[src/source/cpu_defines.svh]
`ifndef CPU_DEFINES_SVH
`define CPU_DEFINES_SVH

// data path and program counter width.
`define CPU_XLEN 32

// architectural register file.
`define CPU_NUM_REGS 32
`define CPU_REG_BITS 5

// micro-op entries held in front of the execute unit.
`define CPU_IQ_DEPTH 4

// byte step between consecutive instructions.
`define CPU_PC_STEP 4

`endif

[src/source/isa_pkg.sv]
`default_nettype none

`include "cpu_defines.svh"

package isa_pkg;

    typedef logic [`CPU_XLEN-1:0]     word_t;
    typedef logic [`CPU_REG_BITS-1:0] reg_idx_t;

    // only the two integer alu opcodes are legal here.
    typedef enum logic [6:0] {
        OPC_OP     = 7'b0110011,
        OPC_OP_IMM = 7'b0010011
    } opcode_e;

    // srl and sra share a code, bit 30 tells them apart.
    typedef enum logic [2:0] {
        F3_ADD  = 3'b000,
        F3_SLL  = 3'b001,
        F3_SLT  = 3'b010,
        F3_SLTU = 3'b011,
        F3_XOR  = 3'b100,
        F3_SRL  = 3'b101,
        F3_OR   = 3'b110,
        F3_AND  = 3'b111
    } funct3_e;

    typedef struct packed {
        logic [6:0] funct7;
        reg_idx_t   rs2;
        reg_idx_t   rs1;
        funct3_e    funct3;
        reg_idx_t   rd;
        opcode_e    opcode;
    } r_type_t;

    typedef struct packed {
        logic [11:0] imm;
        reg_idx_t    rs1;
        funct3_e     funct3;
        reg_idx_t    rd;
        opcode_e     opcode;
    } i_type_t;

    // one instruction word, two views.
    typedef union packed {
        r_type_t r;
        i_type_t i;
    } instr_u;

endpackage

`default_nettype wire

[src/source/uop_pkg.sv]
`default_nettype none

`include "cpu_defines.svh"

package uop_pkg;
    import isa_pkg::*;

    typedef enum logic [3:0] {
        ALU_ADD,
        ALU_SUB,
        ALU_SLL,
        ALU_SLT,
        ALU_SLTU,
        ALU_XOR,
        ALU_SRL,
        ALU_SRA,
        ALU_OR,
        ALU_AND
    } alu_op_e;

    // queue pointer and occupancy.
    typedef logic [$clog2(`CPU_IQ_DEPTH)-1:0]   iq_ptr_t;
    typedef logic [$clog2(`CPU_IQ_DEPTH+1)-1:0] iq_cnt_t;

    typedef struct packed {
        word_t    pc;
        alu_op_e  alu_op;
        reg_idx_t rs1;
        reg_idx_t rs2;
        reg_idx_t rd;
        word_t    imm;
        logic     use_imm;
    } uop_t;

    typedef struct packed {
        logic     valid;
        word_t    pc;
        reg_idx_t rd;
        word_t    data;
    } complete_t;

endpackage

`default_nettype wire

[src/source/decoder.sv]
`timescale 1ns/1ps
`default_nettype none

`include "cpu_defines.svh"

module decoder
    import isa_pkg::*, uop_pkg::*;
(
    input  wire logic   clk,
    input  wire logic   rstn,
    input  wire logic   instr_valid,
    input  wire instr_u instr,
    output logic        uop_valid,
    output uop_t        uop,
    output logic        illegal
);

    word_t pc;
    word_t imm_sext;
    word_t imm_shamt;
    logic  legal;

    assign imm_sext  = {{(`CPU_XLEN-12){instr.i.imm[11]}}, instr.i.imm};
    assign imm_shamt = {{(`CPU_XLEN-5){1'b0}}, instr.i.imm[4:0]};

    always_comb begin
        uop     = '0;
        uop.pc  = pc;
        uop.rs1 = instr.r.rs1;
        uop.rd  = instr.r.rd;
        legal   = 1'b0;
        case (instr.r.opcode)
            OPC_OP: begin
                legal   = 1'b1;
                uop.rs2 = instr.r.rs2;
                // funct7 bit 5 is instruction bit 30.
                case (instr.r.funct3)
                    F3_ADD:  uop.alu_op = instr.r.funct7[5] ? ALU_SUB : ALU_ADD;
                    F3_SLL:  uop.alu_op = ALU_SLL;
                    F3_SLT:  uop.alu_op = ALU_SLT;
                    F3_SLTU: uop.alu_op = ALU_SLTU;
                    F3_XOR:  uop.alu_op = ALU_XOR;
                    F3_SRL:  uop.alu_op = instr.r.funct7[5] ? ALU_SRA : ALU_SRL;
                    F3_OR:   uop.alu_op = ALU_OR;
                    default: uop.alu_op = ALU_AND;
                endcase
            end
            OPC_OP_IMM: begin
                legal       = 1'b1;
                uop.use_imm = 1'b1;
                uop.imm     = imm_sext;
                case (instr.i.funct3)
                    F3_ADD:  uop.alu_op = ALU_ADD;
                    F3_SLL: begin
                        uop.alu_op = ALU_SLL;
                        uop.imm    = imm_shamt;
                    end
                    F3_SLT:  uop.alu_op = ALU_SLT;
                    F3_SLTU: uop.alu_op = ALU_SLTU;
                    F3_XOR:  uop.alu_op = ALU_XOR;
                    F3_SRL: begin
                        uop.alu_op = instr.i.imm[10] ? ALU_SRA : ALU_SRL;
                        uop.imm    = imm_shamt;
                    end
                    F3_OR:   uop.alu_op = ALU_OR;
                    default: uop.alu_op = ALU_AND;
                endcase
            end
            default: legal = 1'b0;
        endcase
    end

    assign uop_valid = instr_valid & legal;

    // every strobe takes a pc, illegal ones too.
    always_ff @(posedge clk or negedge rstn) begin
        if (!rstn) begin
            pc      <= '0;
            illegal <= 1'b0;
        end else begin
            illegal <= instr_valid & ~legal;
            if (instr_valid) begin
                pc <= pc + `CPU_XLEN'(`CPU_PC_STEP);
            end
        end
    end

endmodule

`default_nettype wire

[src/source/issue_queue.sv]
`timescale 1ns/1ps
`default_nettype none

`include "cpu_defines.svh"

module issue_queue
    import uop_pkg::*;
(
    input  wire logic clk,
    input  wire logic rstn,
    input  wire logic uop_valid,
    input  wire uop_t uop,
    input  wire logic pop,
    output logic      head_valid,
    output uop_t      head,
    output logic      stall
);

    localparam iq_cnt_t DEPTH    = iq_cnt_t'(`CPU_IQ_DEPTH);
    localparam iq_ptr_t LAST_PTR = iq_ptr_t'(`CPU_IQ_DEPTH - 1);

    uop_t    entries [`CPU_IQ_DEPTH];
    iq_ptr_t wr_ptr;
    iq_ptr_t rd_ptr;
    iq_cnt_t count;
    iq_cnt_t count_next;
    logic    do_write;
    logic    do_pop;

    // a strobe into a full queue is dropped.
    assign do_write = uop_valid && (count != DEPTH);
    // pop is only raised against a valid head.
    assign do_pop   = pop;

    always_comb begin
        count_next = count;
        if (do_write && !do_pop) begin
            count_next = count + 1'b1;
        end else if (do_pop && !do_write) begin
            count_next = count - 1'b1;
        end
    end

    always_ff @(posedge clk) begin
        if (do_write) begin
            entries[wr_ptr] <= uop;
        end
    end

    always_ff @(posedge clk or negedge rstn) begin
        if (!rstn) begin
            wr_ptr <= '0;
            rd_ptr <= '0;
            count  <= '0;
            stall  <= 1'b0;
        end else begin
            if (do_write) begin
                wr_ptr <= (wr_ptr == LAST_PTR) ? '0 : wr_ptr + 1'b1;
            end
            if (do_pop) begin
                rd_ptr <= (rd_ptr == LAST_PTR) ? '0 : rd_ptr + 1'b1;
            end
            count <= count_next;
            // full flag, registered.
            stall <= (count_next == DEPTH);
        end
    end

    assign head_valid = (count != '0);
    assign head       = entries[rd_ptr];

endmodule

`default_nettype wire

[src/source/execute_unit.sv]
`timescale 1ns/1ps
`default_nettype none

`include "cpu_defines.svh"

module execute_unit
    import isa_pkg::*, uop_pkg::*;
(
    input  wire logic clk,
    input  wire logic rstn,
    input  wire logic head_valid,
    input  wire uop_t head,
    output logic      pop,
    output complete_t complete
);

    word_t    regs [`CPU_NUM_REGS];
    logic     hazard;
    logic     ex_valid;
    uop_t     ex_uop;
    word_t    ex_a;
    word_t    ex_b;
    word_t    ex_opnd;
    word_t    alu_result;
    logic     wb_valid;
    word_t    wb_pc;
    reg_idx_t wb_rd;
    word_t    wb_data;

    // x0 reads zero, a writeback in flight is forwarded.
    function automatic word_t read_reg(input reg_idx_t idx);
        if (idx == '0) begin
            return '0;
        end else if (wb_valid && (wb_rd == idx)) begin
            return wb_data;
        end
        return regs[idx];
    endfunction

    // hold the head while the execute stage still owes one of its sources.
    assign hazard = ex_valid &&
                    (((head.rs1 != '0) && (head.rs1 == ex_uop.rd)) ||
                     ((head.rs2 != '0) && (head.rs2 == ex_uop.rd)));
    assign pop    = head_valid && !hazard;

    always_ff @(posedge clk) begin
        if (pop) begin
            ex_uop <= head;
            ex_a   <= read_reg(head.rs1);
            ex_b   <= read_reg(head.rs2);
        end
    end

    assign ex_opnd = ex_uop.use_imm ? ex_uop.imm : ex_b;

    always_comb begin
        case (ex_uop.alu_op)
            ALU_ADD:  alu_result = ex_a + ex_opnd;
            ALU_SUB:  alu_result = ex_a - ex_opnd;
            ALU_SLL:  alu_result = ex_a << ex_opnd[4:0];
            ALU_SLT:  alu_result = word_t'($signed(ex_a) < $signed(ex_opnd));
            ALU_SLTU: alu_result = word_t'(ex_a < ex_opnd);
            ALU_XOR:  alu_result = ex_a ^ ex_opnd;
            ALU_SRL:  alu_result = ex_a >> ex_opnd[4:0];
            ALU_SRA:  alu_result = word_t'($signed(ex_a) >>> ex_opnd[4:0]);
            ALU_OR:   alu_result = ex_a | ex_opnd;
            default:  alu_result = ex_a & ex_opnd;
        endcase
    end

    always_ff @(posedge clk) begin
        if (ex_valid) begin
            wb_pc   <= ex_uop.pc;
            wb_rd   <= ex_uop.rd;
            wb_data <= alu_result;
        end
    end

    always_ff @(posedge clk or negedge rstn) begin
        if (!rstn) begin
            ex_valid <= 1'b0;
            wb_valid <= 1'b0;
        end else begin
            ex_valid <= pop;
            wb_valid <= ex_valid;
        end
    end

    // register file, written in the completion cycle.
    always_ff @(posedge clk or negedge rstn) begin
        if (!rstn) begin
            for (int i = 0; i < `CPU_NUM_REGS; i++) begin
                regs[i] <= '0;
            end
        end else if (wb_valid && (wb_rd != '0)) begin
            regs[wb_rd] <= wb_data;
        end
    end

    assign complete.valid = wb_valid;
    assign complete.pc    = wb_pc;
    assign complete.rd    = wb_rd;
    assign complete.data  = wb_data;

endmodule

`default_nettype wire

[src/source/cpu_core.sv]
`timescale 1ns/1ps
`default_nettype none

`include "cpu_defines.svh"

module cpu_core
    import isa_pkg::*, uop_pkg::*;
(
    input  wire logic   clk,
    input  wire logic   rstn,
    input  wire logic   instr_valid,
    input  wire instr_u instr,
    output logic        stall,
    output logic        illegal,
    output complete_t   complete
);

    // decoder to queue.
    logic uop_valid;
    uop_t uop;

    // queue to execute unit.
    logic head_valid;
    uop_t head;
    logic pop;

    decoder u_decoder (
        .clk         (clk),
        .rstn        (rstn),
        .instr_valid (instr_valid),
        .instr       (instr),
        .uop_valid   (uop_valid),
        .uop         (uop),
        .illegal     (illegal)
    );

    issue_queue u_issue_queue (
        .clk        (clk),
        .rstn       (rstn),
        .uop_valid  (uop_valid),
        .uop        (uop),
        .pop        (pop),
        .head_valid (head_valid),
        .head       (head),
        .stall      (stall)
    );

    execute_unit u_execute_unit (
        .clk        (clk),
        .rstn       (rstn),
        .head_valid (head_valid),
        .head       (head),
        .pop        (pop),
        .complete   (complete)
    );

endmodule

`default_nettype wire

[config.mk]
export PLATFORM = sky130hd
export DESIGN_NAME = cpu_core
export DESIGN_NICKNAME = d
export VERILOG_FILES = /design/src/source/isa_pkg.sv /design/src/source/uop_pkg.sv /design/src/source/decoder.sv /design/src/source/issue_queue.sv /design/src/source/execute_unit.sv /design/src/source/cpu_core.sv
export VERILOG_INCLUDE_DIRS = /design/src /design/src/source
export SDC_FILE = /design/constraint.sdc
export NUM_CORES = 2
export LEC_CHECK = 0
export ABC_AREA = 1
export BUFFER_PORTS_ARGS = -buffer_cell sky130_fd_sc_hd__buf_2
export CAP_MARGIN = 40
export CORE_MARGIN = 5
export CORE_UTILIZATION = 30
export CTS_BUF_LIST = sky130_fd_sc_hd__clkbuf_8
export DETAILED_ROUTE_END_ITERATION = 8
export GPL_TIMING_DRIVEN = 0
export HOLD_SLACK_MARGIN = 0.1
export PLACE_DENSITY = 0.47
export SLEW_MARGIN = 0
export SYNTH_ARGS = -nofsm -noshare
export SYNTH_HDL_FRONTEND = slang
export SYNTH_SLANG_ARGS = --single-unit
export TNS_END_PERCENT = 1
[constraint.sdc]
create_clock -name clk -period 5.6 [get_ports clk]
set_clock_uncertainty 0.15 [all_clocks]
set_input_delay 0.56 -clock clk [delete_from_list [all_inputs] [get_ports clk]]
set_output_delay 0.56 -clock clk [all_outputs]
set_load 0.01 [all_outputs]
==> impl_metrics.env <==
export IMPL_run_status="finished clean"
export IMPL_min_to="u_issue_queue.entries[1][39]"
export IMPL_synth_cell_types=68
export IMPL_worstSetupStartpointType="flop"
export IMPL_cts_resized_gates=0
export IMPL_relSlewSlack_pct=33.6
export IMPL_hpwl_um=383000
export IMPL_hold_violations=0
export IMPL_highest_layer="met5"
export IMPL_arrival_ns=5.73
export IMPL_ys_seq_area_share_pct=47.8
export IMPL_r2r_slack_ns=0.55
export IMPL_worstHoldStart="instr[0]"
export IMPL_final_common_cell="nand2_1"
export IMPL_ioPinCount=107
export IMPL_synth_seq_cells=1496
export IMPL_cap_violations=0
export IMPL_final_cell_mix="nand2_1 (2161), o21ai_0 (1686), nand3_1 (1157)"
export IMPL_critPathMaxFanout=10
export IMPL_grt_overflow=0
export IMPL_clock_latency_ns=1.09
export IMPL_fmax_ghz=0.198
export IMPL_dieArea_um2=287000
export IMPL_gp_congestion=1.03
export IMPL_met2_length_um=203000
export IMPL_cts_root_buffer="clkbuf_8"
export IMPL_post_route_period_util_pct=90.2
export IMPL_clk_path_buf_depth=4
export IMPL_syn_avg_cell_area_um2=7.86
export IMPL_hold_path_class="in2reg"
export IMPL_netlist_area_um2=82800
export IMPL_synth_async_sr_flop_share_pct=71.2
export IMPL_synth_area_leader_cell="dfrtp_1"
export IMPL_coreArea_um2=276000
export IMPL_ff2ff_path_depth=18
export IMPL_htreeDepth=5
export IMPL_multi_input_area_um2=36100
export IMPL_worst_pin_slew_ns=0.996
export IMPL_grt_use_total_pct=33.0
export IMPL_syn_to_final_growth_pct=17.0
export IMPL_numCtsBuffers=288
export IMPL_clk_pin_slew_ns=0.06
export IMPL_die_w_um=535
export IMPL_cts_sinks=1496
export IMPL_dpl_worst_slack_ns=0.645
export IMPL_syn_inst=10540
export IMPL_route_met3_wl_um=49000
export IMPL_endpoint_kind="flop"
export IMPL_drc=0
export IMPL_crit_type="reg2reg"
export IMPL_final_area_um2=96900
export IMPL_chipHeight_um=535
export IMPL_final_setup_tns_ns=0
export IMPL_r2r_start="u_execute_unit.ex_uop[0]"
export IMPL_finalSetupViolCount=0
export IMPL_required_ns=6.28
export IMPL_place_area_um2=90700
export IMPL_wl_per_cell_um=32.5
export IMPL_rsz0062_at_grt="false"
export IMPL_drv_slew=0
export IMPL_ant_nets=0
export IMPL_rows=193
export IMPL_drt_initial_drc_count=11467
export IMPL_synth_top_flop_cell="dfrtp_1"
export IMPL_regArea_um2=39600
export IMPL_nets=11280
export IMPL_antenna_found_initial=65
export IMPL_period_needed_ns=5.05
export IMPL_yosysTopAreaCellShare_pct=32.2
export IMPL_hold_depth=5
export IMPL_wirelength_um=490000
export IMPL_vias=85824
export IMPL_dr_pass1_iters=8
export IMPL_synth_edf_count=431
export IMPL_io_buffers=104
export IMPL_grt_pass1_vias=82216
export IMPL_grt_pass1_wl_um=667000
export IMPL_yosys_warnings=0
export IMPL_fill_cells=29567
export IMPL_synth_area_leaders="dfrtp_1 (32%), edfxtp_1 (16%), o21ai_0 (10%)"
export IMPL_wl_met1_um=205000
export IMPL_grt_max_degree=149
export IMPL_cts_tree="built"
export IMPL_fin_ws_ns=0.549
export IMPL_viasPerCell=5.69
export IMPL_drive_gt1_share_pct=9.45
export IMPL_reg2reg_to="u_execute_unit.wb_data[0]"
export IMPL_start_util_pct=30.0
[what timing repair did]
item,in CTS,in global routing
endpoints found under the hold margin,473,0
hold buffers,37,0
buffers inserted,0,0
[cell families (layout without fill, tap and decap cells)]
group	count (synthesis)	count (layout)	synth area share, %
multiplexers	5	5	0.0619
adder cells (fa/ha/maj)	108	108	1.65
flip-flops	1496	1496	47.8
AND/OR/NAND/NOR	3871	3871	19.8
AO/OA/AOI/OAI	3254	3254	21.6
buffers and inverters	1767	2582	8.62
XOR/XNOR	38	38	0.402
other	1	37	0.00453
[worst max-delay path by stage]
stage	slack, ns	endpoint	startpoint
floorplan	0.93	u_issue_queue.entries[0][0]	instr[3]
global placement	-21.66	u_execute_unit.regs[433]	rstn
detailed placement	0.64	u_execute_unit.wb_data[30]	u_execute_unit.ex_uop[0]
CTS	0.62	u_execute_unit.wb_data[30]	u_execute_unit.ex_uop[0]
global route	0.29	u_execute_unit.wb_data[0]	u_execute_unit.ex_uop[0]
finish	0.55	u_execute_unit.wb_data[0]	u_execute_unit.ex_uop[0]
[cell type report]
type                       count  area share [%]
timing repair buffer         306            3.79
antenna                       35          0.0904
inverter                     868            3.37
clock buffer                 343            4.87
tap                         3705            4.78
clock inverter               166           0.948
multi-input combinational   7278            37.3
buffer                       899            4.01
sequential                  1496            40.9
[cells in the mapped netlist, types with 22 or more instances]
library cell and instances:
a21oi_1 729, buf_1 42, buf_2 263, buf_4 24, clkbuf_1 557, dfrtp_1 1065
edfxtp_1 431, ha_1 106, inv_1 838, inv_2 22, nand2_1 2161, nand3_1 1157
nand4_1 26, nor2_1 398, nor3_1 38, o211ai_1 548, o21ai_0 1686, o21ai_1 166
o22ai_1 72, or2_2 25, xor2_1 28
[through the flow]
| stage | hold WS (ns) | util, % | instances |
|---|---|---|---|
| 3_5_place_dp | 0.256 | 32.9 | 14512 |
| 5_1_grt | 0.142 | 35.1 | 15068 |
| 4_1_cts | 0.109 | 35.1 | 15058 |
| 2_1_floorplan | 0.114 | - | 10541 |
| 6_report | 0.178 | 35.1 | 15096 |
| 3_3_place_gp | 0.258 | 31.9 | 14350 |
[critical path: stages, from the launching register on]
cell,delay (ns)
edfxtp_1,0.50
buf_4,0.23
nand2_1,0.30
inv_1,0.13
clkbuf_1,0.24
a21oi_1,0.57
ha_1,0.27
clkbuf_1,0.42
inv_1,0.27
a21oi_1,0.36
o21ai_0,0.21
nand2_1,0.09
o311ai_0,0.18
nor2_1,0.47
nand2_1,0.10
nand2_1,0.07
a21oi_1,0.08
nor2_1,0.15
nor2_1,0.05
[state kept, by name (all words and copies together) (netlist names), 3 cells and up]
signal and flops:
u_decoder.pc 30, u_execute_unit.ex_a 32, u_execute_unit.ex_b 32, u_execute_unit.ex_uop 52, u_execute_unit.regs 1024, u_execute_unit.wb_data 32, u_execute_unit.wb_pc 30, u_execute_unit.wb_rd 5
u_issue_queue.count 3, u_issue_queue.entries 248
[routing by layer]
metal / vias to the layer above / global-route usage, %
li1: 37266 / -
met1: 42811 / 44.1
met2: 4660 / 48.0
met3: 1055 / 9.23
met4: 32 / 17.9
met5: - / 0.783
Power is not shown: default switching activity piles up to over one toggle a cycle in this logic, so the estimate is an artifact.
